--- src/rtl/lsu_pkg.sv ---
// LSU shared definitions
`default_nettype none

package lsu_pkg;

  // ----------------------------
  // Widths and sizes
  // ----------------------------
  localparam int unsigned XLEN       = 32;
  localparam int unsigned PLEN       = 12;
  localparam int unsigned ROB_IDX_W  = 6;
  localparam int unsigned SB_DEPTH   = 4;
  localparam int unsigned SB_AW      = $clog2(SB_DEPTH);
  localparam int unsigned DMEM_WORDS = 256;
  localparam int unsigned DMEM_AW    = $clog2(DMEM_WORDS);

  // RISC-V exception causes
  localparam logic [4:0] EXC_LD_MISALIGNED = 5'd4;
  localparam logic [4:0] EXC_LD_FAULT      = 5'd5;
  localparam logic [4:0] EXC_ST_MISALIGNED = 5'd6;

  typedef enum logic [2:0] {
    LSU_LB,
    LSU_LBU,
    LSU_LH,
    LSU_LHU,
    LSU_LW,
    LSU_SB,
    LSU_SH,
    LSU_SW
  } lsu_op_e;

  // ----------------------------
  // Bus payloads
  // ----------------------------
  typedef struct packed {
    lsu_op_e                op;
    logic                   is_load;
    logic                   is_store;
    logic [XLEN-1:0]        rs1;
    logic [XLEN-1:0]        rs2;
    logic [XLEN-1:0]        imm;
    logic [ROB_IDX_W-1:0]   rob_tag;
  } lsu_req_t;

  typedef struct packed {
    logic [ROB_IDX_W-1:0]   rob_tag;
    logic [XLEN-1:0]        data;
    logic                   exception;
    logic [4:0]             ecause;
  } lsu_wb_t;

  // Data is lane aligned, byte k of the word sits in bits [8k+7:8k]
  typedef struct packed {
    logic [PLEN-1:0]        addr;
    logic [XLEN-1:0]        data;
    lsu_op_e                op;
  } mem_wr_t;

  typedef struct packed {
    logic [PLEN-1:0]        addr;
    lsu_op_e                op;
  } ld_req_t;

  typedef struct packed {
    logic [XLEN-1:0]        data;
    logic                   err;
  } ld_rsp_t;

  // Log2 of the access size in bytes
  function automatic logic [1:0] op_size(input lsu_op_e op);
    case (op)
      LSU_LB, LSU_LBU, LSU_SB: op_size = 2'd0;
      LSU_LH, LSU_LHU, LSU_SH: op_size = 2'd1;
      default:                 op_size = 2'd2;
    endcase
  endfunction

endpackage

`default_nettype wire

--- src/rtl/lsu_ctrl.sv ---
// LSU request state machine
`timescale 1ns/1ps
`default_nettype none

module lsu_ctrl
  import lsu_pkg::*;
(
  input  logic             clk_i,
  input  logic             rst_ni,
  input  logic             flush_i,
  // Issue
  input  logic             req_valid_i,
  input  lsu_req_t         req_i,
  output logic             req_ready_o,
  // Address unit
  input  logic [PLEN-1:0]  agu_addr_i,
  input  logic             agu_misaligned_i,
  input  logic [XLEN-1:0]  agu_data_i,
  output logic [XLEN-1:0]  agu_rs1_o,
  output logic [XLEN-1:0]  agu_imm_o,
  output logic [XLEN-1:0]  agu_raw_o,
  output lsu_op_e          agu_op_o,
  // Store buffer
  output logic             sb_push_o,
  output mem_wr_t          sb_push_o_data,
  input  logic             sb_full_i,
  input  logic             sb_fwd_hit_i,
  input  logic [XLEN-1:0]  sb_fwd_data_i,
  input  logic             sb_conflict_i,
  input  logic             sb_empty_i,
  // Memory load port
  output logic             ld_valid_o,
  output ld_req_t          ld_o,
  input  logic             ld_ready_i,
  input  logic             ldr_valid_i,
  input  ld_rsp_t          ldr_i,
  // Writeback
  output logic             wb_valid_o,
  output lsu_wb_t          wb_o,
  input  logic             wb_ready_i
);

  typedef enum logic [2:0] {
    S_IDLE,
    S_HOLD,
    S_LD_REQ,
    S_LD_RSP,
    S_RESP
  } ctrl_state_e;

  ctrl_state_e     state_q, state_d;
  logic            accept;
  logic [PLEN-1:0] hold_addr_q;
  lsu_op_e         hold_op_q;
  lsu_wb_t         resp_q;

  // ----------------------------
  // Handshakes and datapath steering
  // ----------------------------
  assign req_ready_o = (state_q == S_IDLE) && !flush_i && !(req_i.is_store && sb_full_i);
  assign accept      = req_valid_i && req_ready_o;

  // Idle computes from the issue port, later states replay the held address
  assign agu_rs1_o = (state_q == S_IDLE) ? req_i.rs1 : {{(XLEN - PLEN){1'b0}}, hold_addr_q};
  assign agu_imm_o = (state_q == S_IDLE) ? req_i.imm : '0;
  assign agu_op_o  = (state_q == S_IDLE) ? req_i.op : hold_op_q;
  assign agu_raw_o = (state_q == S_LD_RSP) ? ldr_i.data : sb_fwd_data_i;

  assign sb_push_o           = accept && req_i.is_store && !agu_misaligned_i;
  assign sb_push_o_data.addr = agu_addr_i;
  assign sb_push_o_data.data = req_i.rs2 << {agu_addr_i[1:0], 3'b000};
  assign sb_push_o_data.op   = req_i.op;

  assign ld_valid_o = (state_q == S_LD_REQ);
  assign ld_o.addr  = hold_addr_q;
  assign ld_o.op    = hold_op_q;

  assign wb_valid_o = (state_q == S_RESP);
  assign wb_o       = resp_q;

  // ----------------------------
  // Next state
  // ----------------------------
  always_comb begin
    state_d = state_q;
    case (state_q)
      S_IDLE: begin
        if (accept) begin
          if (!req_i.is_load || agu_misaligned_i || sb_fwd_hit_i) begin
            state_d = S_RESP;
          end else if (sb_conflict_i) begin
            state_d = S_HOLD;
          end else begin
            state_d = S_LD_REQ;
          end
        end
      end
      S_HOLD:   if (sb_empty_i) state_d = S_LD_REQ;
      S_LD_REQ: if (ld_ready_i) state_d = S_LD_RSP;
      S_LD_RSP: if (ldr_valid_i) state_d = S_RESP;
      S_RESP:   if (wb_ready_i) state_d = S_IDLE;
      default:  state_d = S_IDLE;
    endcase
    if (flush_i) begin
      state_d = S_IDLE;
    end
  end

  always_ff @(posedge clk_i or negedge rst_ni) begin
    if (!rst_ni) begin
      state_q <= S_IDLE;
    end else begin
      state_q <= state_d;
    end
  end

  // Request and response registers
  always_ff @(posedge clk_i) begin
    if (accept) begin
      hold_addr_q       <= agu_addr_i;
      hold_op_q         <= req_i.op;
      resp_q.rob_tag    <= req_i.rob_tag;
      resp_q.data       <= '0;
      resp_q.exception  <= 1'b0;
      resp_q.ecause     <= '0;
      if (req_i.is_store && agu_misaligned_i) begin
        resp_q.exception <= 1'b1;
        resp_q.ecause    <= EXC_ST_MISALIGNED;
      end else if (req_i.is_load && agu_misaligned_i) begin
        resp_q.exception <= 1'b1;
        resp_q.ecause    <= EXC_LD_MISALIGNED;
      end else if (req_i.is_load && sb_fwd_hit_i) begin
        resp_q.data <= agu_data_i;
      end
    end
    if (state_q == S_LD_RSP && ldr_valid_i) begin
      resp_q.data      <= ldr_i.err ? '0 : agu_data_i;
      resp_q.exception <= ldr_i.err;
      resp_q.ecause    <= ldr_i.err ? EXC_LD_FAULT : 5'd0;
    end
  end

endmodule

`default_nettype wire

--- config.mk ---
export PLATFORM = sky130hd
export DESIGN_NAME = lsu_ctrl
export DESIGN_NICKNAME = d
export VERILOG_FILES = /design/src/rtl/lsu_pkg.sv /design/src/rtl/lsu_ctrl.sv
export SDC_FILE = /design/constraint.sdc
export NUM_CORES = 1
export LEC_CHECK = 0
export BUFFER_PORTS_ARGS = -buffer_cell sky130_fd_sc_hd__buf_4
export CAP_MARGIN = 20
export CORE_AREA = 3 3 169 171
export CTS_BUF_LIST = sky130_fd_sc_hd__clkbuf_4
export DETAILED_ROUTE_END_ITERATION = 16
export DIE_AREA = 0 0 172 174
export PLACE_DENSITY = 0.44
export SYNTH_ARGS = -nofsm -noshare
export SYNTH_HDL_FRONTEND = slang
export SYNTH_SLANG_ARGS = --single-unit
export TNS_END_PERCENT = 1
--- constraint.sdc ---
create_clock -name clk_i -period 2.9 [get_ports clk_i]
set_clock_uncertainty 0.05 [all_clocks]
set_input_delay 0.58 -clock clk_i [delete_from_list [all_inputs] [get_ports clk_i]]
set_output_delay 0.58 -clock clk_i [all_outputs]
set_load 0.01 [all_outputs]
==> summary.md <==
| Metric | Value |
|---|---|
| Status | complete, no violations |
| Power Density | 366 nW/um^2 |
| Slew @ Worst Pin | 0.513 ns |
| Layout cells sized above 1 | 0.693 |
| IO buf count | 434 |
| Clk slew on worst S/H paths | 0.12 ns |
| Lkg Pwr | 3.57 nW |
| CP Capture Type | output pin |
| Number of remaining DRC errors | 0 |
| Clk root buf | clkbuf_4 |
| Worst Slack Setup Final | 0.165 ns |
| H-Tree Depth | 3 |
| Yosys top cell area share | 0.432 |
| Distinct cells, synth | 41 |
| RSZ-0062 raised after global routing | no |
| Non-Filler Instances | 1107 |
| DIE AREA | 29900 um^2 |
| CP max stage delay | 0.58 ns |
| Relative slew slack | 0.658 |
| Switch share | 0.318 |
| DP Worst Slack | 0.461 ns |
| Deepest clock path buffer count | 2 |
| Final setup fails | 0 |
| Io pins | 437 |
| GRT Util Overall | 0.121 |
| Final hold violation count | 0 |
| Max-cap violation count | 0 |
| Post-synth EDFFs | 56 |
| Seq/Total Area, Yosys | 0.452 |
| VDD IR max | 0.212 mV |
| Total gr overflow | 0 |
| Initial antenna violation count | 1 |
| Dpl cells | 1089 |
| # clock sinks | 59 |
| Worst path buffer plus inverter count | 2 |
| # Post-CTS Setup Buffers | 0 |
| DP HPWL | 16700 um |
| Synth area leader | edfxtp_1 |
| Post-Route Setup TNS | 0 ns |
| Post-Syn Area | 3890 um^2 |
| Largest fanout on the critical path | 32 |
| FMAX | 366 MHz |
| WL/cell | 17.8 um |
| Yosys warning total | 0 |
| Synth Flop Type | edfxtp_1 |
| CP top delay family | flip-flops |
| Setup CP Type | reg2out |
| Vias/cell | 3.77 |
| Largest net degree at the start of global routing | 68 |
| CORE AREA | 27000 um^2 |
| Initial Utilization | 0.144 |
| CTS tree | done |
| Area grow syn2layout | 93.3% |
| Clock latency on the worst-skew pair | 0.42 ns |
| Psw | 0.000874 W |
| Share of synthesized registers carrying an async set or reset | 0.0508 |
| Clk pwr share | 0.228 |
| Comb pwr share | 0.407 |
| TritonCTS Buffers | 9 |
| Initial DRC count | 157 |
| Minimum clock period | 2.74 ns |
| Row cnt | 60 |
| Required time worst endpoint | 2.27 ns |
| First-pass GRT wire length | 26800 um |
| Pint | 0.00188 W |
| Critical path's slowest cell | dfrtp_1 |
| Synth area leaders | edfxtp_1 (43%), mux2_2 (14%), and2_1 (12%), buf_4 (4.4%), mux2i_1 (4.4%) |
| GPL Wtd Cong | 0.842 |
| Layout Nets | 988 |
| Crit-path cells | nand3b_2 > buf_6 > mux2_2 > buf_4 |
| Routed WL | 19700 um |
| Synth Register Bits | 59 |
| TritonRoute pass-1 iters | 4 |
| Die Width | 172 um |
| Die H | 174 um |
| Worst Path Arrival | 2.11 ns |
| Vias in the first global route | 4282 |
| Seq pwr share | 0.365 |
| CP startpoint kind | flop |
| Min-Delay Path Class | in2reg |
| Crit share post-route | 0.943 |
| Slew Limit Fails | 0 |
| Fin util | 0.278 |
| Vias | 4176 |
| Routed Antenna Nets | 0 |
| Synthesized instance count | 349 |
| Avg Cell Area, Syn | 11.1 um^2 |
per-stage QoR:
| stage | hold slack (ns) | power, W | area [um^2] |
|---|---|---|---|
| after CTS | 0.206 | 0.00281 | 7510 |
| after global routing | 0.192 | 0.00293 | 7520 |
| after floorplan | 0.234 | 0.00146 | 3890 |
| after global placement | 0.321 | 0.00217 | 7360 |
| final | 0.270 | 0.00275 | 7520 |
| after detailed placement | 0.322 | 0.00216 | 7360 |
layout make-up:
class	instances	area, um^2
diodes	1	2.50
clock buffers	9	67.6
clock inverters	7	75.1
fillers	2881	19500
inverters	3	11.3
multi-input cells	247	1860
flip-flops and latches	59	1760
well taps	341	427
repair buffers	440	3320
state kept, by name, summed over array words and instances, names as in the netlist:
name,flops
hold_addr_q,12
state_q,3
hold_op_q,3
wb_o,41
worst register-to-register path: stages, from the launching register on:
cell	delay, ns
dfrtp_1	0.58
nor2_2	0.32
nand4_1	0.24
nand2_1	0.12
buf_4	0.41
worst paths after layout:
check | from | endpoint | slack, ns | depth (start not counted)
setup / recovery | state_q[0] | agu_raw_o[10] | 0.16 | 4
hold / removal | req_i[1] | wb_o[39] | 0.27 | 1
setup reg to reg | state_q[0] | wb_o[34] | 0.80 | 4
hold reg to reg | state_q[2] | state_q[2] | 0.69 | 2
max in group asynchronous | rst_ni | state_q[1] | 2.23 | 2
min in group asynchronous | rst_ni | state_q[1] | 0.47 | 2
cell families after synthesis:
family / share of synthesized area
buffers and inverters: 0.0721
muxes: 0.183
DFF: 0.452
AOI/OAI and AO/OA: 0.0605
other: 0.000964
and+or+nand+nor: 0.231
power by group through the flow:
| stage | sequential [W] | combinational [W] | clock [W] |
|---|---|---|---|
| 2_1_floorplan | 0.00104 | 0.000426 | 0 |
| 3_3_place_gp | 0.00102 | 0.00114 | 0 |
| 3_5_place_dp | 0.00102 | 0.00113 | 0 |
| 4_1_cts | 0.00100 | 0.00114 | 0.000670 |
| 5_1_grt | 0.00101 | 0.00121 | 0.000713 |
| 6_report | 0.00100 | 0.00112 | 0.000629 |
cells in the final DEF (no fill, tap or decap), types with 3 or more instances in the layout:
master      Yosys  routed
clkbuf_4        0       9
a21oi_1         9       9
and3_1          3       3
mux2i_1        17      17
nand2_1        13      13
a211oi_1        8       8
buf_4          23     437
and2_2         19      19
mux2_2         47      47
nor2_1         12      12
inv_1           3       3
and2_1         75      75
nor2b_1         9       9
o21ai_0         8       8
clkinvlp_4      0       3
edfxtp_1       56      56
timing repair:
action,in CTS,in global routing
hold buffers,1,0
gates resized for setup,0,2
setup endpoints to repair,0,33
hold endpoints to repair,3,0
synthesized netlist by cell type, types with 2 or more instances:
master    count
inv_1         3
mux2_2       47
clkbuf_1      5
and2_1       75
dfrtp_1       3
buf_2         5
mux2i_1      17
nand2_1      13
nor2b_1       9
o21ai_0       8
clkbuf_2      6
buf_4        23
nor2_1       12
and3_1        3
buf_6         2
o21a_1        2
o22ai_1       2
a21oi_1       9
a211oi_1      8
and2_2       19
nor3b_1       2
edfxtp_1     56
nand3_1       2
layer usage:
layer	share of wire	track usage	vias up
li1	-	-	2027
met1	0.39	0.144	1897
met2	0.51	0.218	234
met3	0.082	0.0268	18
met4	0.014	0.0303	0
met5	0	0	-
Power figures use the tool's default switching activity.
