**src/rtl/lsu_pkg.sv**
```systemverilog
// LSU shared definitions
`default_nettype none

package lsu_pkg;

  // ----------------------------
  // Widths and sizes
  // ----------------------------
  localparam int unsigned XLEN       = 32;
  localparam int unsigned PLEN       = 12;
  localparam int unsigned ROB_IDX_W  = 6;
  localparam int unsigned SB_DEPTH   = 4;
  localparam int unsigned SB_AW      = $clog2(SB_DEPTH);
  localparam int unsigned DMEM_WORDS = 256;
  localparam int unsigned DMEM_AW    = $clog2(DMEM_WORDS);

  // RISC-V exception causes
  localparam logic [4:0] EXC_LD_MISALIGNED = 5'd4;
  localparam logic [4:0] EXC_LD_FAULT      = 5'd5;
  localparam logic [4:0] EXC_ST_MISALIGNED = 5'd6;

  typedef enum logic [2:0] {
    LSU_LB,
    LSU_LBU,
    LSU_LH,
    LSU_LHU,
    LSU_LW,
    LSU_SB,
    LSU_SH,
    LSU_SW
  } lsu_op_e;

  // ----------------------------
  // Bus payloads
  // ----------------------------
  typedef struct packed {
    lsu_op_e                op;
    logic                   is_load;
    logic                   is_store;
    logic [XLEN-1:0]        rs1;
    logic [XLEN-1:0]        rs2;
    logic [XLEN-1:0]        imm;
    logic [ROB_IDX_W-1:0]   rob_tag;
  } lsu_req_t;

  typedef struct packed {
    logic [ROB_IDX_W-1:0]   rob_tag;
    logic [XLEN-1:0]        data;
    logic                   exception;
    logic [4:0]             ecause;
  } lsu_wb_t;

  // Data is lane aligned, byte k of the word sits in bits [8k+7:8k]
  typedef struct packed {
    logic [PLEN-1:0]        addr;
    logic [XLEN-1:0]        data;
    lsu_op_e                op;
  } mem_wr_t;

  typedef struct packed {
    logic [PLEN-1:0]        addr;
    lsu_op_e                op;
  } ld_req_t;

  typedef struct packed {
    logic [XLEN-1:0]        data;
    logic                   err;
  } ld_rsp_t;

  // Log2 of the access size in bytes
  function automatic logic [1:0] op_size(input lsu_op_e op);
    case (op)
      LSU_LB, LSU_LBU, LSU_SB: op_size = 2'd0;
      LSU_LH, LSU_LHU, LSU_SH: op_size = 2'd1;
      default:                 op_size = 2'd2;
    endcase
  endfunction

endpackage

`default_nettype wire

```
**src/rtl/lsu_agu.sv**
```systemverilog
// LSU address generation unit
`timescale 1ns/1ps
`default_nettype none

module lsu_agu
  import lsu_pkg::*;
(
  input  lsu_op_e          op_i,
  input  logic [XLEN-1:0]  rs1_i,
  input  logic [XLEN-1:0]  imm_i,
  input  logic [XLEN-1:0]  raw_i,
  output logic [PLEN-1:0]  addr_o,
  output logic             misaligned_o,
  output logic [XLEN-1:0]  data_o
);

  logic [XLEN-1:0] eff_addr;
  logic [XLEN-1:0] shifted;

  // Only the low PLEN bits reach the memory system
  assign eff_addr = rs1_i + imm_i;
  assign addr_o   = eff_addr[PLEN-1:0];

  always_comb begin
    case (op_size(op_i))
      2'd0:    misaligned_o = 1'b0;
      2'd1:    misaligned_o = addr_o[0];
      default: misaligned_o = |addr_o[1:0];
    endcase
  end

  // ----------------------------
  // Load data extraction
  // ----------------------------
  // Bring the addressed byte lane down to bit 0
  assign shifted = raw_i >> {addr_o[1:0], 3'b000};

  always_comb begin
    case (op_i)
      LSU_LB:  data_o = {{(XLEN - 8){shifted[7]}}, shifted[7:0]};
      LSU_LBU: data_o = {{(XLEN - 8){1'b0}}, shifted[7:0]};
      LSU_LH:  data_o = {{(XLEN - 16){shifted[15]}}, shifted[15:0]};
      LSU_LHU: data_o = {{(XLEN - 16){1'b0}}, shifted[15:0]};
      LSU_LW:  data_o = shifted;
      default: data_o = '0;  // stores carry no load data
    endcase
  end

endmodule

`default_nettype wire

```
**config.mk**
```make
export PLATFORM = sky130hd
export DESIGN_NAME = lsu_agu
export DESIGN_NICKNAME = d
export VERILOG_FILES = /design/src/rtl/lsu_pkg.sv /design/src/rtl/lsu_agu.sv
export SDC_FILE = /design/constraint.sdc
export NUM_CORES = 1
export LEC_CHECK = 0
export ABC_AREA = 1
export BUFFER_PORTS_ARGS = -buffer_cell sky130_fd_sc_hd__buf_2
export CAP_MARGIN = 20
export CORE_ASPECT_RATIO = 1.4
export CORE_MARGIN = 2
export CORE_UTILIZATION = 42
export DETAILED_ROUTE_END_ITERATION = 7
export PLACE_DENSITY = 0.92
export SLEW_MARGIN = 25
export SYNTH_ARGS = -nofsm -noshare
export SYNTH_HDL_FRONTEND = slang
export SYNTH_SLANG_ARGS = --single-unit
```
**constraint.sdc**
```tcl
create_clock -name vclk -period 4.77
set_input_delay 1.1925 -clock vclk [all_inputs]
set_output_delay 1.1925 -clock vclk [all_outputs]
set_load 0.02 [all_outputs]
```
==> run_results.csv, run 1 <==
group,metric,value,unit
grt,top_usage_layer,"met2",
logic_synthesis,synth.cell_area,1560,sq um
sta,relSlewSlack,48.8,%
logic_synthesis,ys_seq_area_share,0,%
min_path,hold_class,"in2out",
die,die_w,55.4,microns
power_and_ir_drop,cellPowerDensity,174,nW/um^2
place,place.port_buffers,104,
worst_setup_path,cpLargestDelayFamily,"adder cells",
die,die_area,4210,sq um
layout,fillers,357,
sta,fin_ws,258,ps
worst_setup_path,critPathCapture,"data_o[16]",
logic_synthesis,synthAdderAreaFrac,10.1,%
worst_setup_path,end_kind,"output port",
worst_setup_path,worstPathMaxFanout,16,
die,die_y,76,microns
logic_synthesis,synth_commonest_cells,"nand2_1, inv_1, nand3_1",
status,outcome,"complete, no violations",
grt,antenna_found_initial,0,
logic_synthesis,syn_area_per_cell,5.24,sq um
worst_setup_path,crit_path_frequent_cell,"buf_2",
logic_synthesis,syn_inst,297,
layout,post-route-util,56.7,%
grt,grtUsageMet2,44.5,%
sta,finalCritPeriodShare,94.6,%
grt,grt_max_degree,35,
sta,fin_tns_setup,0,ps
logic_synthesis,yosys.area.top_type_share,28.5,%
worst_setup_path,crit_required,3580,ps
die,start_util,43.1,%
grt,track_usage,22.0,%
worst_setup_path,crit_path_max_incr_delay,700,ps
die,io_pins,144,
sta,fmax,222,MHz
die,floorplan.core_area,3610,sq um
worst_setup_path,slowest_stage,"fa_1",
logic_synthesis,yosysTopAreaCell,"nand2_1",
layout,final-seq-area,0,sq um
worst_setup_path,crit_chain,"buf_2 -> ha_1 -> inv_1 -> fa_1 -> inv_2 -> a21oi_1 -> a21oi_2 -> nand2_2 -> nand3_2 -> buf_2",
logic_synthesis,synth-simple-area-share,56.8,%
sta,tightest_slew,764,ps
grt,use_met3,2.04,%
grt,grt_pass1_vias,2083,
layout,area_growth,31.7,%
sta,rsz0062_at_grt,"false",
layout,diodes,0,
worst_setup_path,path_class,"in2out",
run,cap_violations,0,
worst_setup_path,path_buf_inv,4,
place,dp_slack,251,ps
logic_synthesis,synth_top_family_by_area,"simple AND/OR/NAND/NOR gates",
logic_synthesis,yosysMostFrequentCell,"nand2_1",
drt,drc,0,
logic_synthesis,synth-xor-area-share,3.94,%
worst_setup_path,startpoint_type,"primary input",
worst_setup_path,crit_cells,10,
grt,use_met1,21.9,%
grt,grt_pass1_wl,8160,microns
logic_synthesis,synthDistinctLibCells,30,
layout,num-clock-buffers,0,
drt,drt_iter0_markers,159,
layout,multi_input_area,1320,sq um
cts,cts_setup_buffers,0,
place,dpl.hpwl,4020,microns
die,rows,26,
layout,nets,503,
logic_synthesis,synthMuxAreaShare,0,%
layout,drive_above_1_share,34.1,%
drt,vias,2270,
logic_synthesis,yosys_warnings,0,
cts,holdBufCountCts,0,
power_and_ir_drop,p_leak,1.39,nW
power_and_ir_drop,ir_worst_vdd,0.0000981,V
logic_synthesis,syn_nets,408,
worst_setup_path,crit_start,"imm_i[0]",
logic_synthesis,ys_top_cells_by_area,"nand2_1, nand3_1, ha_1",
place,place_congestion,0.926,
sta,final-setup-viol-count,0,
drt,firstDrtPassIters,4,
logic_synthesis,synth_compound_area_share,14.2,%
drt,vias_per_cell,5.25,
drt,wl_per_cell,11.3,microns
worst_setup_path,cp_data_arrival_time,3320,ps
layout,seq_cell_count,0,
sta,hold_viol_final,0,
drt,ant_nets,0,
grt,overflow,0,
sta,drv_slew,0,
cts,ctsResizeCount,0,
drt,drt-total-wl,4880,microns
sta,finalCriticalPeriod,4510,ps
[kinds of logic (layout without fill, tap and decap cells)]
group	Yosys count	count (layout)
AND/OR/NAND/NOR	193	193
buffers and inverters	48	141
AO/OA/AOI/OAI	37	37
adder cells (fa/ha/maj)	12	12
XOR/XNOR	7	7
[cell type report]
type | count | share of cell area [%]
inverters | 34 | 6.35
multi-input cells | 249 | 64.6
well taps | 42 | 2.57
repair buffers | 107 | 26.5
[through the flow]
step	power (W)	hold slack (ps)	instance area (sq um)	cells
finish	0.000356	2750	2050	432
global route	0.000390	2770	2050	432
CTS	0.000355	2750	2050	432
detailed placement	0.000354	2750	2050	432
global placement	0.000348	2750	2050	432
floorplan	0.000250	2550	1560	297
[report_power, final]
part           switching (W)  total, W  internal, W  leakage (nW)
combinational       0.000232  0.000356     0.000125          1.39
sequential                 0         0            0             0
clock                      0         0            0             0
total               0.000232  0.000356     0.000125          1.39
[metal layers]
layer / routed length [microns] / vias up
li1: - / 1149
met5: 0 / -
met1: 1870 / 967
met3: 424 / 19
met4: 133 / 0
met2: 2450 / 135
[placed cells by master (no fill, tap or decap)]
cell      netlist  routed
fa_1            1       1
nand4_1         3       3
o211ai_4        1       1
inv_2           2       2
xor2_1          6       6
a21oi_1        20      20
a21oi_2         1       1
a31oi_1         1       1
nor2_1         19      19
o21ai_2         1       1
buf_2           4     104
a211oi_1        4       4
nand2_2         2       2
or2_1           1       1
ha_1           11      11
nor3_1          1       1
o21ai_0         8       8
nor2_2          3       3
o21ai_1         1       1
inv_4           1       1
inv_1          31      31
buf_4           2       3
nand3_1        31      31
nand2_1       118     118
nor2_4          2       2
xnor2_1         1       1
nand3_2        13      13
[worst min-delay path by stage]
stage	startpoint	end	cells after the start
3_5_place_dp	raw_i[14]	data_o[6]	4
5_1_grt	raw_i[11]	data_o[3]	4
3_3_place_gp	raw_i[9]	data_o[1]	4
2_1_floorplan	op_i[1]	misaligned_o	2
4_1_cts	raw_i[14]	data_o[6]	4
6_report	raw_i[11]	data_o[3]	4
No activity file was read; power rests on OpenSTA's default activity.
==> run 2: changes to the inputs <==
--- a/config.mk
+++ b/config.mk
@@ -10,9 +10,9 @@
 export CAP_MARGIN = 20
 export CORE_ASPECT_RATIO = 1.4
 export CORE_MARGIN = 2
-export CORE_UTILIZATION = 42
+export CORE_UTILIZATION = 31
 export DETAILED_ROUTE_END_ITERATION = 7
-export PLACE_DENSITY = 0.92
+export PLACE_DENSITY = 0.71
 export SLEW_MARGIN = 25
 export SYNTH_ARGS = -nofsm -noshare
 export SYNTH_HDL_FRONTEND = slang
==> constraint.sdc (replaced) <==
create_clock -name vclk -period 4.2
set_input_delay 1.05 -clock vclk [all_inputs]
set_output_delay 1.05 -clock vclk [all_outputs]
set_load 0.02 [all_outputs]
==> run 2 against run 1 <==
  * Non-clock buffer count grew 3
  * Power grew 16%
  * Via count shrank 2.3%
  * Count of clock-buffer cells in the layout is the same
  * Sequential cell count is the same
  * Die area grew 33%
  * Critical path depth shrank 2
==> run_results.csv, run 2 (synthesis results as in run 1) <==
group,metric,value,unit
status,outcome,"complete, no violations",
sta,rsz0062_at_grt,"false",
worst_setup_path,crit_required,3150,ps
worst_setup_path,cp_data_arrival_time,3020,ps
worst_setup_path,crit_path_max_incr_delay,610,ps
worst_setup_path,crit_start,"rs1_i[0]",
drt,ant_nets,0,
drt,firstDrtPassIters,4,
place,place.port_buffers,104,
cts,ctsResizeCount,0,
drt,drt-total-wl,5140,microns
worst_setup_path,path_class,"in2out",
sta,relSlewSlack,49.3,%
die,die_area,5610,sq um
grt,antenna_found_initial,0,
layout,num-clock-buffers,0,
drt,vias_per_cell,4.84,
power_and_ir_drop,cellPowerDensity,196,nW/um^2
sta,final-setup-viol-count,0,
cts,cts_setup_buffers,0,
sta,tightest_slew,759,ps
layout,final_cell_mix,"nand2_1, buf_2, inv_1, nand3_1, a21oi_1",
drt,wl_per_cell,11.2,microns
die,io_pins,144,
layout,post-route-util,43.6,%
min_path,hold_class,"in2out",
grt,grt_pass1_wl,8340,microns
grt,grt_pass1_vias,2054,
sta,finalCritPeriodShare,97.0,%
layout,diodes,0,
grt,top_usage_layer,"met2",
layout,final_common_cell,"nand2_1",
worst_setup_path,slowest_stage,"o211ai_2",
place,dpl.hpwl,4120,microns
die,die_y,87.8,microns
worst_setup_path,crit_path_frequent_cell,"buf_2",
worst_setup_path,startpoint_type,"primary input",
die,die_w,63.9,microns
layout,drive_above_1_share,34.8,%
sta,hold_viol_final,0,
sta,finalCriticalPeriod,4070,ps
die,rows,30,
grt,overflow,0,
drt,vias,2218,
grt,grt_max_degree,30,
sta,drv_slew,0,
grt,track_usage,17.3,%
layout,area_growth,35.7,%
power_and_ir_drop,p_leak,1.41,nW
power_and_ir_drop,ir_worst_vdd,0.0000884,V
sta,fmax,245,MHz
layout,nets,507,
grt,use_met3,1.03,%
layout,seq_cell_count,0,
worst_setup_path,critPathCapture,"data_o[11]",
place,place_congestion,0.792,
worst_setup_path,worstPathMaxFanout,12,
worst_setup_path,end_kind,"output port",
drt,drt_iter0_markers,146,
drt,drc,0,
worst_setup_path,crit_chain,"buf_2 -> ha_1 -> inv_1 -> fa_1 -> buf_4 -> o211ai_2 -> nand2_1 -> buf_2",
die,start_util,32.1,%
grt,grtUsageMet2,36.8,%
die,floorplan.core_area,4840,sq um
layout,final-seq-area,0,sq um
sta,fin_tns_setup,0,ps
grt,use_met1,19.1,%
run,cap_violations,0,
[run 2: cell types whose count changed in the layout (fill, tap and decap cells not counted)]
cell / delta
o211ai_2: +1
buf_4: +3
[run 2: layout make-up]
class	instances	area, sq um
inverter	34	130
fill	530	2730
multi-input combinational	250	1340
tap	64	80.1
timing repair buffer	110	566
[run 2: worst min path at each step]
stage          cells after the start  startpoint  slack (ps)      endpoint
2_1_floorplan                      2     op_i[1]        2260  misaligned_o
3_3_place_gp                       4    raw_i[9]        2460     data_o[1]
3_5_place_dp                       4   raw_i[14]        2470     data_o[6]
4_1_cts                            4   raw_i[14]        2470     data_o[6]
5_1_grt                            4   raw_i[14]        2490     data_o[6]
6_report                           4    raw_i[9]        2470     data_o[1]
[run 2: worst max-delay path: cells and delay by family]
family | cells | cell delay [ps]
adder cells (fa/ha/maj) | 2 | 670
buffers and inverters | 4 | 560
AO/OA/AOI/OAI | 1 | 610
AND/OR/NAND/NOR | 1 | 130
[run 2: stage by stage]
step | hold WS (ps) | power [W] | setup slack [ps] | std cells | instance area (sq um)
global route | 2490 | 0.000458 | 58.1 | 458 | 2110
finish | 2470 | 0.000413 | 127 | 458 | 2110
CTS | 2470 | 0.000410 | 53.5 | 457 | 2100
detailed placement | 2470 | 0.000408 | 50.8 | 457 | 2100
floorplan | 2260 | 0.000284 | 361 | 297 | 1560
global placement | 2460 | 0.000406 | 38.4 | 457 | 2100
[run 2: timing repair]
| item | in CTS | in global routing |
|---|---|---|
| hold buffers | 0 | 0 |
| setup endpoints to repair | 0 | 4 |
| endpoints found under the hold margin | 0 | 0 |
[run 2: routing by layer]
| layer | vias to the layer above | wire length, microns |
|---|---|---|
| met3 | 2 | 374 |
| met2 | 92 | 2680 |
| met5 | - | 0 |
| met4 | 0 | 27 |
| li1 | 1154 | - |
| met1 | 970 | 2060 |
[run 2: power breakdown]
group / switching [W] / internal (W)
combinational: 0.000267 / 0.000146
clock: 0 / 0
sequential: 0 / 0
total: 0.000267 / 0.000146
