$ cat src/rtl/lsu_pkg.sv
// LSU shared definitions
`default_nettype none

package lsu_pkg;

  // ----------------------------
  // Widths and sizes
  // ----------------------------
  localparam int unsigned XLEN       = 32;
  localparam int unsigned PLEN       = 12;
  localparam int unsigned ROB_IDX_W  = 6;
  localparam int unsigned SB_DEPTH   = 4;
  localparam int unsigned SB_AW      = $clog2(SB_DEPTH);
  localparam int unsigned DMEM_WORDS = 256;
  localparam int unsigned DMEM_AW    = $clog2(DMEM_WORDS);

  // RISC-V exception causes
  localparam logic [4:0] EXC_LD_MISALIGNED = 5'd4;
  localparam logic [4:0] EXC_LD_FAULT      = 5'd5;
  localparam logic [4:0] EXC_ST_MISALIGNED = 5'd6;

  typedef enum logic [2:0] {
    LSU_LB,
    LSU_LBU,
    LSU_LH,
    LSU_LHU,
    LSU_LW,
    LSU_SB,
    LSU_SH,
    LSU_SW
  } lsu_op_e;

  // ----------------------------
  // Bus payloads
  // ----------------------------
  typedef struct packed {
    lsu_op_e                op;
    logic                   is_load;
    logic                   is_store;
    logic [XLEN-1:0]        rs1;
    logic [XLEN-1:0]        rs2;
    logic [XLEN-1:0]        imm;
    logic [ROB_IDX_W-1:0]   rob_tag;
  } lsu_req_t;

  typedef struct packed {
    logic [ROB_IDX_W-1:0]   rob_tag;
    logic [XLEN-1:0]        data;
    logic                   exception;
    logic [4:0]             ecause;
  } lsu_wb_t;

  // Data is lane aligned, byte k of the word sits in bits [8k+7:8k]
  typedef struct packed {
    logic [PLEN-1:0]        addr;
    logic [XLEN-1:0]        data;
    lsu_op_e                op;
  } mem_wr_t;

  typedef struct packed {
    logic [PLEN-1:0]        addr;
    lsu_op_e                op;
  } ld_req_t;

  typedef struct packed {
    logic [XLEN-1:0]        data;
    logic                   err;
  } ld_rsp_t;

  // Log2 of the access size in bytes
  function automatic logic [1:0] op_size(input lsu_op_e op);
    case (op)
      LSU_LB, LSU_LBU, LSU_SB: op_size = 2'd0;
      LSU_LH, LSU_LHU, LSU_SH: op_size = 2'd1;
      default:                 op_size = 2'd2;
    endcase
  endfunction

endpackage

`default_nettype wire

$ cat src/rtl/store_buffer.sv
// LSU store buffer
`timescale 1ns/1ps
`default_nettype none

module store_buffer
  import lsu_pkg::*;
(
  input  logic             clk_i,
  input  logic             rst_ni,
  input  logic             flush_i,
  input  logic             push_i,
  input  mem_wr_t          push_data_i,
  output logic             full_o,
  output logic             empty_o,
  input  logic             commit_i,
  input  logic [PLEN-1:0]  query_addr_i,
  input  lsu_op_e          query_op_i,
  output logic             fwd_hit_o,
  output logic [XLEN-1:0]  fwd_data_o,
  output logic             conflict_o,
  output logic             wr_valid_o,
  output mem_wr_t          wr_o,
  input  logic             wr_ready_i
);

  // Pointers carry one wrap bit above the index
  logic [SB_AW:0] head_q, cmt_q, tail_q;
  logic [SB_AW:0] cmt_d;
  logic [SB_AW:0] count;
  mem_wr_t        buf_q [SB_DEPTH];
  logic           same_word;

  assign count   = tail_q - head_q;
  assign full_o  = (count == (SB_AW + 1)'(SB_DEPTH));
  assign empty_o = (head_q == tail_q);

  // Committed entries drain from the head
  assign wr_valid_o = (head_q != cmt_q);
  assign wr_o       = buf_q[head_q[SB_AW-1:0]];

  assign cmt_d = (commit_i && cmt_q != tail_q) ? cmt_q + 1'b1 : cmt_q;

  // ----------------------------
  // Forwarding search
  // ----------------------------
  // Walks oldest to youngest so the youngest same-word store decides
  always_comb begin
    logic [SB_AW:0] idx;
    mem_wr_t        ent;
    fwd_hit_o  = 1'b0;
    fwd_data_o = '0;
    same_word  = 1'b0;
    for (int i = 0; i < SB_DEPTH; i++) begin
      idx = head_q + (SB_AW + 1)'(i);
      ent = buf_q[idx[SB_AW-1:0]];
      if ((SB_AW + 1)'(i) < count && ent.addr[PLEN-1:2] == query_addr_i[PLEN-1:2]) begin
        same_word = 1'b1;
        if (ent.addr == query_addr_i && op_size(ent.op) >= op_size(query_op_i)) begin
          fwd_hit_o  = 1'b1;
          fwd_data_o = ent.data;
        end else begin
          fwd_hit_o = 1'b0;
        end
      end
    end
  end

  assign conflict_o = same_word && !fwd_hit_o;

  // ----------------------------
  // Pointer update
  // ----------------------------
  always_ff @(posedge clk_i or negedge rst_ni) begin
    if (!rst_ni) begin
      head_q <= '0;
      cmt_q  <= '0;
      tail_q <= '0;
    end else begin
      cmt_q <= cmt_d;
      if (wr_valid_o && wr_ready_i) begin
        head_q <= head_q + 1'b1;
      end
      // Flush drops everything younger than the commit point
      if (flush_i) begin
        tail_q <= cmt_d;
      end else if (push_i && !full_o) begin
        tail_q <= tail_q + 1'b1;
      end
    end
  end

  always_ff @(posedge clk_i) begin
    if (push_i && !full_o && !flush_i) begin
      buf_q[tail_q[SB_AW-1:0]] <= push_data_i;
    end
  end

endmodule

`default_nettype wire

$ cat config.mk
export PLATFORM = sky130hd
export DESIGN_NAME = store_buffer
export DESIGN_NICKNAME = d
export VERILOG_FILES = /design/src/rtl/lsu_pkg.sv /design/src/rtl/store_buffer.sv
export SDC_FILE = /design/constraint.sdc
export NUM_CORES = 1
export LEC_CHECK = 0
export BUFFER_PORTS_ARGS = -buffer_cell sky130_fd_sc_hd__buf_2
export CAP_MARGIN = 20
export CORE_MARGIN = 4
export CORE_UTILIZATION = 45
export DETAILED_ROUTE_END_ITERATION = 12
export PLACE_DENSITY = 0.67
export RECOVER_POWER = 25
export SETUP_SLACK_MARGIN = 0.05
export SYNTH_ARGS = -nofsm -noshare
export SYNTH_HDL_FRONTEND = slang
export SYNTH_SLANG_ARGS = --single-unit
export TNS_END_PERCENT = 30
$ cat constraint.sdc
create_clock -name clk_i -period 6.9 [get_ports clk_i]
set_clock_uncertainty 0.1 [all_clocks]
set_input_delay 0 -clock clk_i [delete_from_list [all_inputs] [get_ports clk_i]]
set_output_delay 0 -clock clk_i [all_outputs]
set_load 0.05 [all_outputs]
==> flow_summary.ini, run 1 <==
[timing]
fin_crit_sh_pct = 85.2
min_period_ns = 5.88
tightest_slew_ns = 1.12
setup_tns_ns = 0
rsz0062_at_grt = no
relSlewSlack_pct = 25.1
hold_violations = 0
fin_ws_ns = 1.02
fmax_mhz = 170
final_max_slew_viol_count = 0
finalSetupViolCount = 0

[run_status]
status = finished, final reports clean

[logic_synthesis]
async_flop_share_pct = 4.57
syn_area_sq_um = 13700
ys_seq_elements = 197
synthTopCellsByArea = edfxtp_1 41%, mux4_2 28%, mux2i_1 3.6%
synth_top_cell_by_area = edfxtp_1
yosys_warnings = 0
syn_inst = 911
synth_edf_count = 188
synth_cell_types = 54
syn_avg_cell_area_sq_um = 15.1
synth_flop_cell = edfxtp_1
ys_seq_area_share_pct = 42.8
syn_nets = 996
synth_top_cell_area_share_pct = 41.1

[clock_network]
htreeDepth = 4
clock_sinks = 197
cts_made_buffers = 17
clock_latency_ns = 0.43
cts_tree = done
clockBufferDepth = 2
hold_buffers = 54
cts_resized = 0
post_cts_buffers = 0
cts-root-buf = clkbuf_16
clkSlewWorstSetupHoldPaths_ns = 0.07

[detailed_routing]
wirelength_mm = 34.0
first_iter_violations = 913
vias = 9136
wl_met3_mm = 2.59
detail_route.first_pass.iterations = 6
met2WireLength_mm = 17.2
drc_errors = 0
avgViaCountPerCell = 6.21
routed.top_layer = met5
ant_nets = 0
wl_per_cell_um = 23.1
drt-met1-wl_mm = 13.8

[final_layout]
fin_cells = 1472
syn2layout_area_growth_pct = 14.7
fin_nets = 1153
drive_gt1_share_pct = 36.0

[place]
portBuffers = 151
place_ws_ns = 1.30
routabilityCongestion = 0.792
dp_cells = 1385
hpwl_mm = 22.4

[power]
vdd_drop_max_mv = 0.442
powerDensity_nw_per_um2 = 457
power.total_w = 0.00721
p_leak_nw = 5.52

[setup_path]
reg2reg_slack_ns = 2.21
cp.arrival_ns = 5.78
critPathKind = reg -> out
cp.required_ns = 6.80
startpoint_type = register
critPathMaxFanout = 148
cp-end-kind = output pin

[global_route]
grtUsageTotal_pct = 20.5
grt_pass1_vias = 9265
antenna_found_initial = 1
grt_max_degree = 149
grt_pass1_wl_mm = 53.3
grt-ovfl-total = 0

[flow_run]
maxCapViolCount = 0

[die]
coreArea_sq_um = 29900
die_h_um = 183
die_w_um = 183
num_rows = 63
start_util_pct = 46.0
die_area_sq_um = 33400
ios = 152

[worst_hold_path]
hold_class = in -> reg
==> per-layer routing <==
metal	track usage, %	vias to the layer above
li1	-	4057
met1	28.7	4687
met2	34.4	363
met3	2.85	27
met4	4.71	2
met5	0	-
==> critical path, stage by stage, from the launching register on <==
cell and delay [ns]:
dfrtp_4 0.91, buf_12 0.67, mux4_2 0.63, xnor2_1 0.14
and2_1 0.15, ha_1 0.28, a21oi_1 0.11, or3_1 0.11
clkinv_1 0.47, and3_1 0.65, a21o_4 0.48, o21bai_1 0.30
buf_2 0.31
==> cell usage after synthesis (9+ instances only) <==
| master | number |
|---|---|
| a31oi_1 | 18 |
| and3_1 | 36 |
| mux2i_1 | 49 |
| mux4_2 | 170 |
| nand4_1 | 35 |
| ha_1 | 16 |
| xnor2_1 | 48 |
| o22ai_2 | 14 |
| and2_1 | 10 |
| mux4_1 | 10 |
| nand2_1 | 51 |
| edfxtp_1 | 188 |
| clkbuf_1 | 37 |
| o21bai_2 | 14 |
| buf_4 | 13 |
| dfrtp_1 | 9 |
| xor2_1 | 23 |
| o21ai_0 | 19 |
| nor2_1 | 54 |
| buf_2 | 19 |
==> logic make-up after synthesis <==
kind of cell    count (synthesis)  share of synthesized area [%]
compound gates                 87                           5.22
flops                         197                           42.8
mux                           232                           33.6
simple gates                  213                           8.02
buf+inv                        94                           4.24
xor+xnor                       71                           4.53
fa+ha+maj                      17                           1.60
==> state kept, by name (all words and copies together), names as in the netlist <==
register,cells
tail_q,3
buf_q,188
head_q,3
cmt_q,3
==> through the flow <==
step | utilization (%) | area (sq um) | hold slack (ns)
2_1_floorplan | - | 13700 | -0.396
3_3_place_gp | 48.9 | 14600 | -0.233
3_5_place_dp | 49.1 | 14700 | -0.233
4_1_cts | 52.8 | 15800 | 0.188
5_1_grt | 52.7 | 15800 | 0.256
6_report | 52.7 | 15800 | 0.247
==> where the power goes <==
part	leakage [nW]	internal (W)	switching [W]
clock	0.289	0.000515	0.000471
combinational	3.42	0.00194	0.00251
sequential	1.81	0.00151	0.000262
total	5.52	0.00397	0.00324
==> final timing paths <==
kind / start / endpoint / cells after the start
worst max-delay path: head_q[0] / fwd_data_o[16] / 12
worst min-delay path: push_data_i[3] / buf_q[0][3] / 2
worst max register to register: head_q[1] / buf_q[3][33] / 9
worst min register to register: head_q[2] / head_q[2] / 1
max in group asynchronous: rst_ni / head_q[0] / 3
min in group asynchronous: rst_ni / head_q[1] / 3
==> cells in the final DEF (no fill, tap or decap), types with 18 or more instances in the layout <==
master         Yosys  layout
mux4_2           170     170
and3_1            36      36
clkbuf_1          37      30
edfxtp_1         188     188
xor2_1            23      23
xnor2_1           48      47
nand4_1           35      35
buf_2             19     121
mux2i_1           49      49
o21ai_0           19      19
a31oi_1           18      18
nand2_1           51      51
nor2_1            54      54
dlygate4sd3_1      0      54
==> cell type report <==
type                    count  area, sq um
diodes                      1         2.50
clock buffers              17          425
clock inverters            15          163
fillers                  2433        14100
inverters                   8         30.0
multi-input cells         620         7320
flip-flops and latches    197         5880
well taps                 390          488
repair buffers            224         1450
No activity file was read; power rests on OpenSTA's default activity.
==> inputs of run 2 (changes only) <==
--- a/config.mk
+++ b/config.mk
@@ -8,9 +8,9 @@
 export BUFFER_PORTS_ARGS = -buffer_cell sky130_fd_sc_hd__buf_2
 export CAP_MARGIN = 20
 export CORE_MARGIN = 4
-export CORE_UTILIZATION = 45
+export CORE_UTILIZATION = 50
 export DETAILED_ROUTE_END_ITERATION = 12
-export PLACE_DENSITY = 0.67
+export PLACE_DENSITY = 0.73
 export RECOVER_POWER = 25
 export SETUP_SLACK_MARGIN = 0.05
 export SYNTH_ARGS = -nofsm -noshare
==> run 2 against run 1 <==
Net effect: flip-flop and latch count is the same; critical path depth up 1; first-iteration DRC count is 1.9% lower; combinational power about the same; core utilization is 5.3 points higher; critical path type unchanged; critical endpoint is now fwd_data_o[18].
==> flow_summary.ini, run 2 (synthesis results as in run 1) <==
[clock_network]
clockBufferDepth = 2
htreeDepth = 4
hold_buffers = 55
cts_resized = 0
cts-root-buf = clkbuf_16
clock_latency_ns = 0.43
cts_made_buffers = 17
clock_sinks = 197
clkSlewWorstSetupHoldPaths_ns = 0.08
cts_tree = done
post_cts_buffers = 0

[final_layout]
layout_commonest_cell = edfxtp_1
drive_gt1_share_pct = 36.0
largest_reg_flops = 188
fin_nets = 1156
fill_cells = 2111
final_cell_mix = 188 x edfxtp_1, 170 x mux4_2, 119 x buf_2, 55 x dlygate4sd3_1, 54 x nor2_1
syn2layout_area_growth_pct = 14.0

[worst_hold_path]
hold_class = in -> reg
hold-path-endpoint = buf_q[2][21]
hold_path_startpoint = push_data_i[21]
hold_depth = 2

[die]
start_util_pct = 50.9
num_rows = 60
die_h_um = 174
die_w_um = 174
ios = 152
coreArea_sq_um = 27000
die_area_sq_um = 30200

[detailed_routing]
vias = 9230
first_iter_violations = 896
detail_route.first_pass.iterations = 5
wl_per_cell_um = 23.6
ant_nets = 0
wirelength_mm = 33.7
avgViaCountPerCell = 6.47
drc_errors = 0

[setup_path]
r2r-end = buf_q[3][27]
crit_path_start = head_q[0]
rr_worst_depth = 9
reg2reg_slack_ns = 2.81
cp.arrival_ns = 5.40
r2r_start = head_q[0]
critPathKind = reg -> out
cp.required_ns = 6.80
startpoint_type = register
cp-end-kind = output pin
critPathMaxFanout = 42

[timing]
setup_tns_ns = 0
tightest_slew_ns = 1.11
fmax_mhz = 182
relSlewSlack_pct = 25.8
min_period_ns = 5.50
fin_crit_sh_pct = 79.8
rsz0062_at_grt = no
hold_violations = 0
final_max_slew_viol_count = 0
finalSetupViolCount = 0
fin_ws_ns = 1.40

[place]
place_ws_ns = 1.83
portBuffers = 151
hpwl_mm = 21.7
routabilityCongestion = 0.803

[global_route]
antenna_found_initial = 2
grt-ovfl-total = 0
grt_max_degree = 80
grt_pass1_wl_mm = 52.9
grt_pass1_vias = 9572
grtUsageTotal_pct = 22.3

[power]
p_leak_nw = 5.50
vdd_drop_max_mv = 0.402
powerDensity_nw_per_um2 = 460

[run_status]
status = finished, final reports clean

[flow_run]
maxCapViolCount = 0
run 2: cell types whose count changed in the layout (fill, tap and decap cells not counted), moves of 2 or more:
cell | previous run | this run
clkbuf_1 | 30 | 32
clkinvlp_4 | 0 | 3
buf_2 | 121 | 119
inv_8 | 3 | 1
buf_4 | 15 | 21
clkinv_4 | 4 | 2
run 2: worst max path at each step:
stage | end | slack, ns | cells after the start
final | fwd_data_o[18] | 1.40 | 13
after global routing | fwd_data_o[17] | 1.08 | 10
after CTS | fwd_data_o[18] | 1.36 | 13
after detailed placement | fwd_data_o[18] | 1.83 | 13
after global placement | fwd_data_o[8] | 1.89 | 13
after floorplan | fwd_data_o[16] | 1.90 | 20
run 2: critical path: stages, from the launching register on:
cell     delay, ns
dfrtp_4       0.90
ha_4          0.57
mux4_2        0.60
xnor2_1       0.14
and2_1        0.16
ha_1          0.27
a21oi_1       0.06
or3_1         0.41
nor2_1        0.11
and2_2        0.71
buf_4         0.42
mux2i_1       0.13
o22ai_2       0.17
buf_2         0.29
run 2: area by class of cell:
class	count	area [sq um]	area share, %
clock inverter	14	139	0.887
sequential	197	5880	37.6
inverter	8	30.0	0.192
timing repair buffer	227	1420	9.10
tap	341	427	2.73
multi-input combinational	620	7310	46.7
clock buffer	18	439	2.81
antenna	1	2.50	0.0160
run 2: power breakdown:
part / leakage, nW / internal (W) / total, W / switching (W)
combinational: 3.42 / 0.00194 / 0.00448 / 0.00255
sequential: 1.81 / 0.00151 / 0.00173 / 0.000218
clock: 0.277 / 0.000518 / 0.000983 / 0.000465
run 2: metal layers:
metal	global-route usage [%]	vias to the layer above	share of wire, %
li1	-	4058	-
met1	28.6	4678	39
met2	38.5	440	51
met3	4.25	52	7.3
met4	7.16	2	2.2
met5	0	-	0.059
run 2: stage by stage:
step	cells	total power (W)	instance area, sq um	util (%)	hold slack [ns]
6_report	1426	0.00719	15700	58.1	0.251
3_3_place_gp	1338	0.00616	14600	54.0	-0.235
5_1_grt	1426	0.00759	15700	58.1	0.262
2_1_floorplan	911	0.00542	13700	-	-0.396
3_5_place_dp	1338	0.00621	14600	54.0	-0.236
4_1_cts	1425	0.00724	15700	58.2	0.201
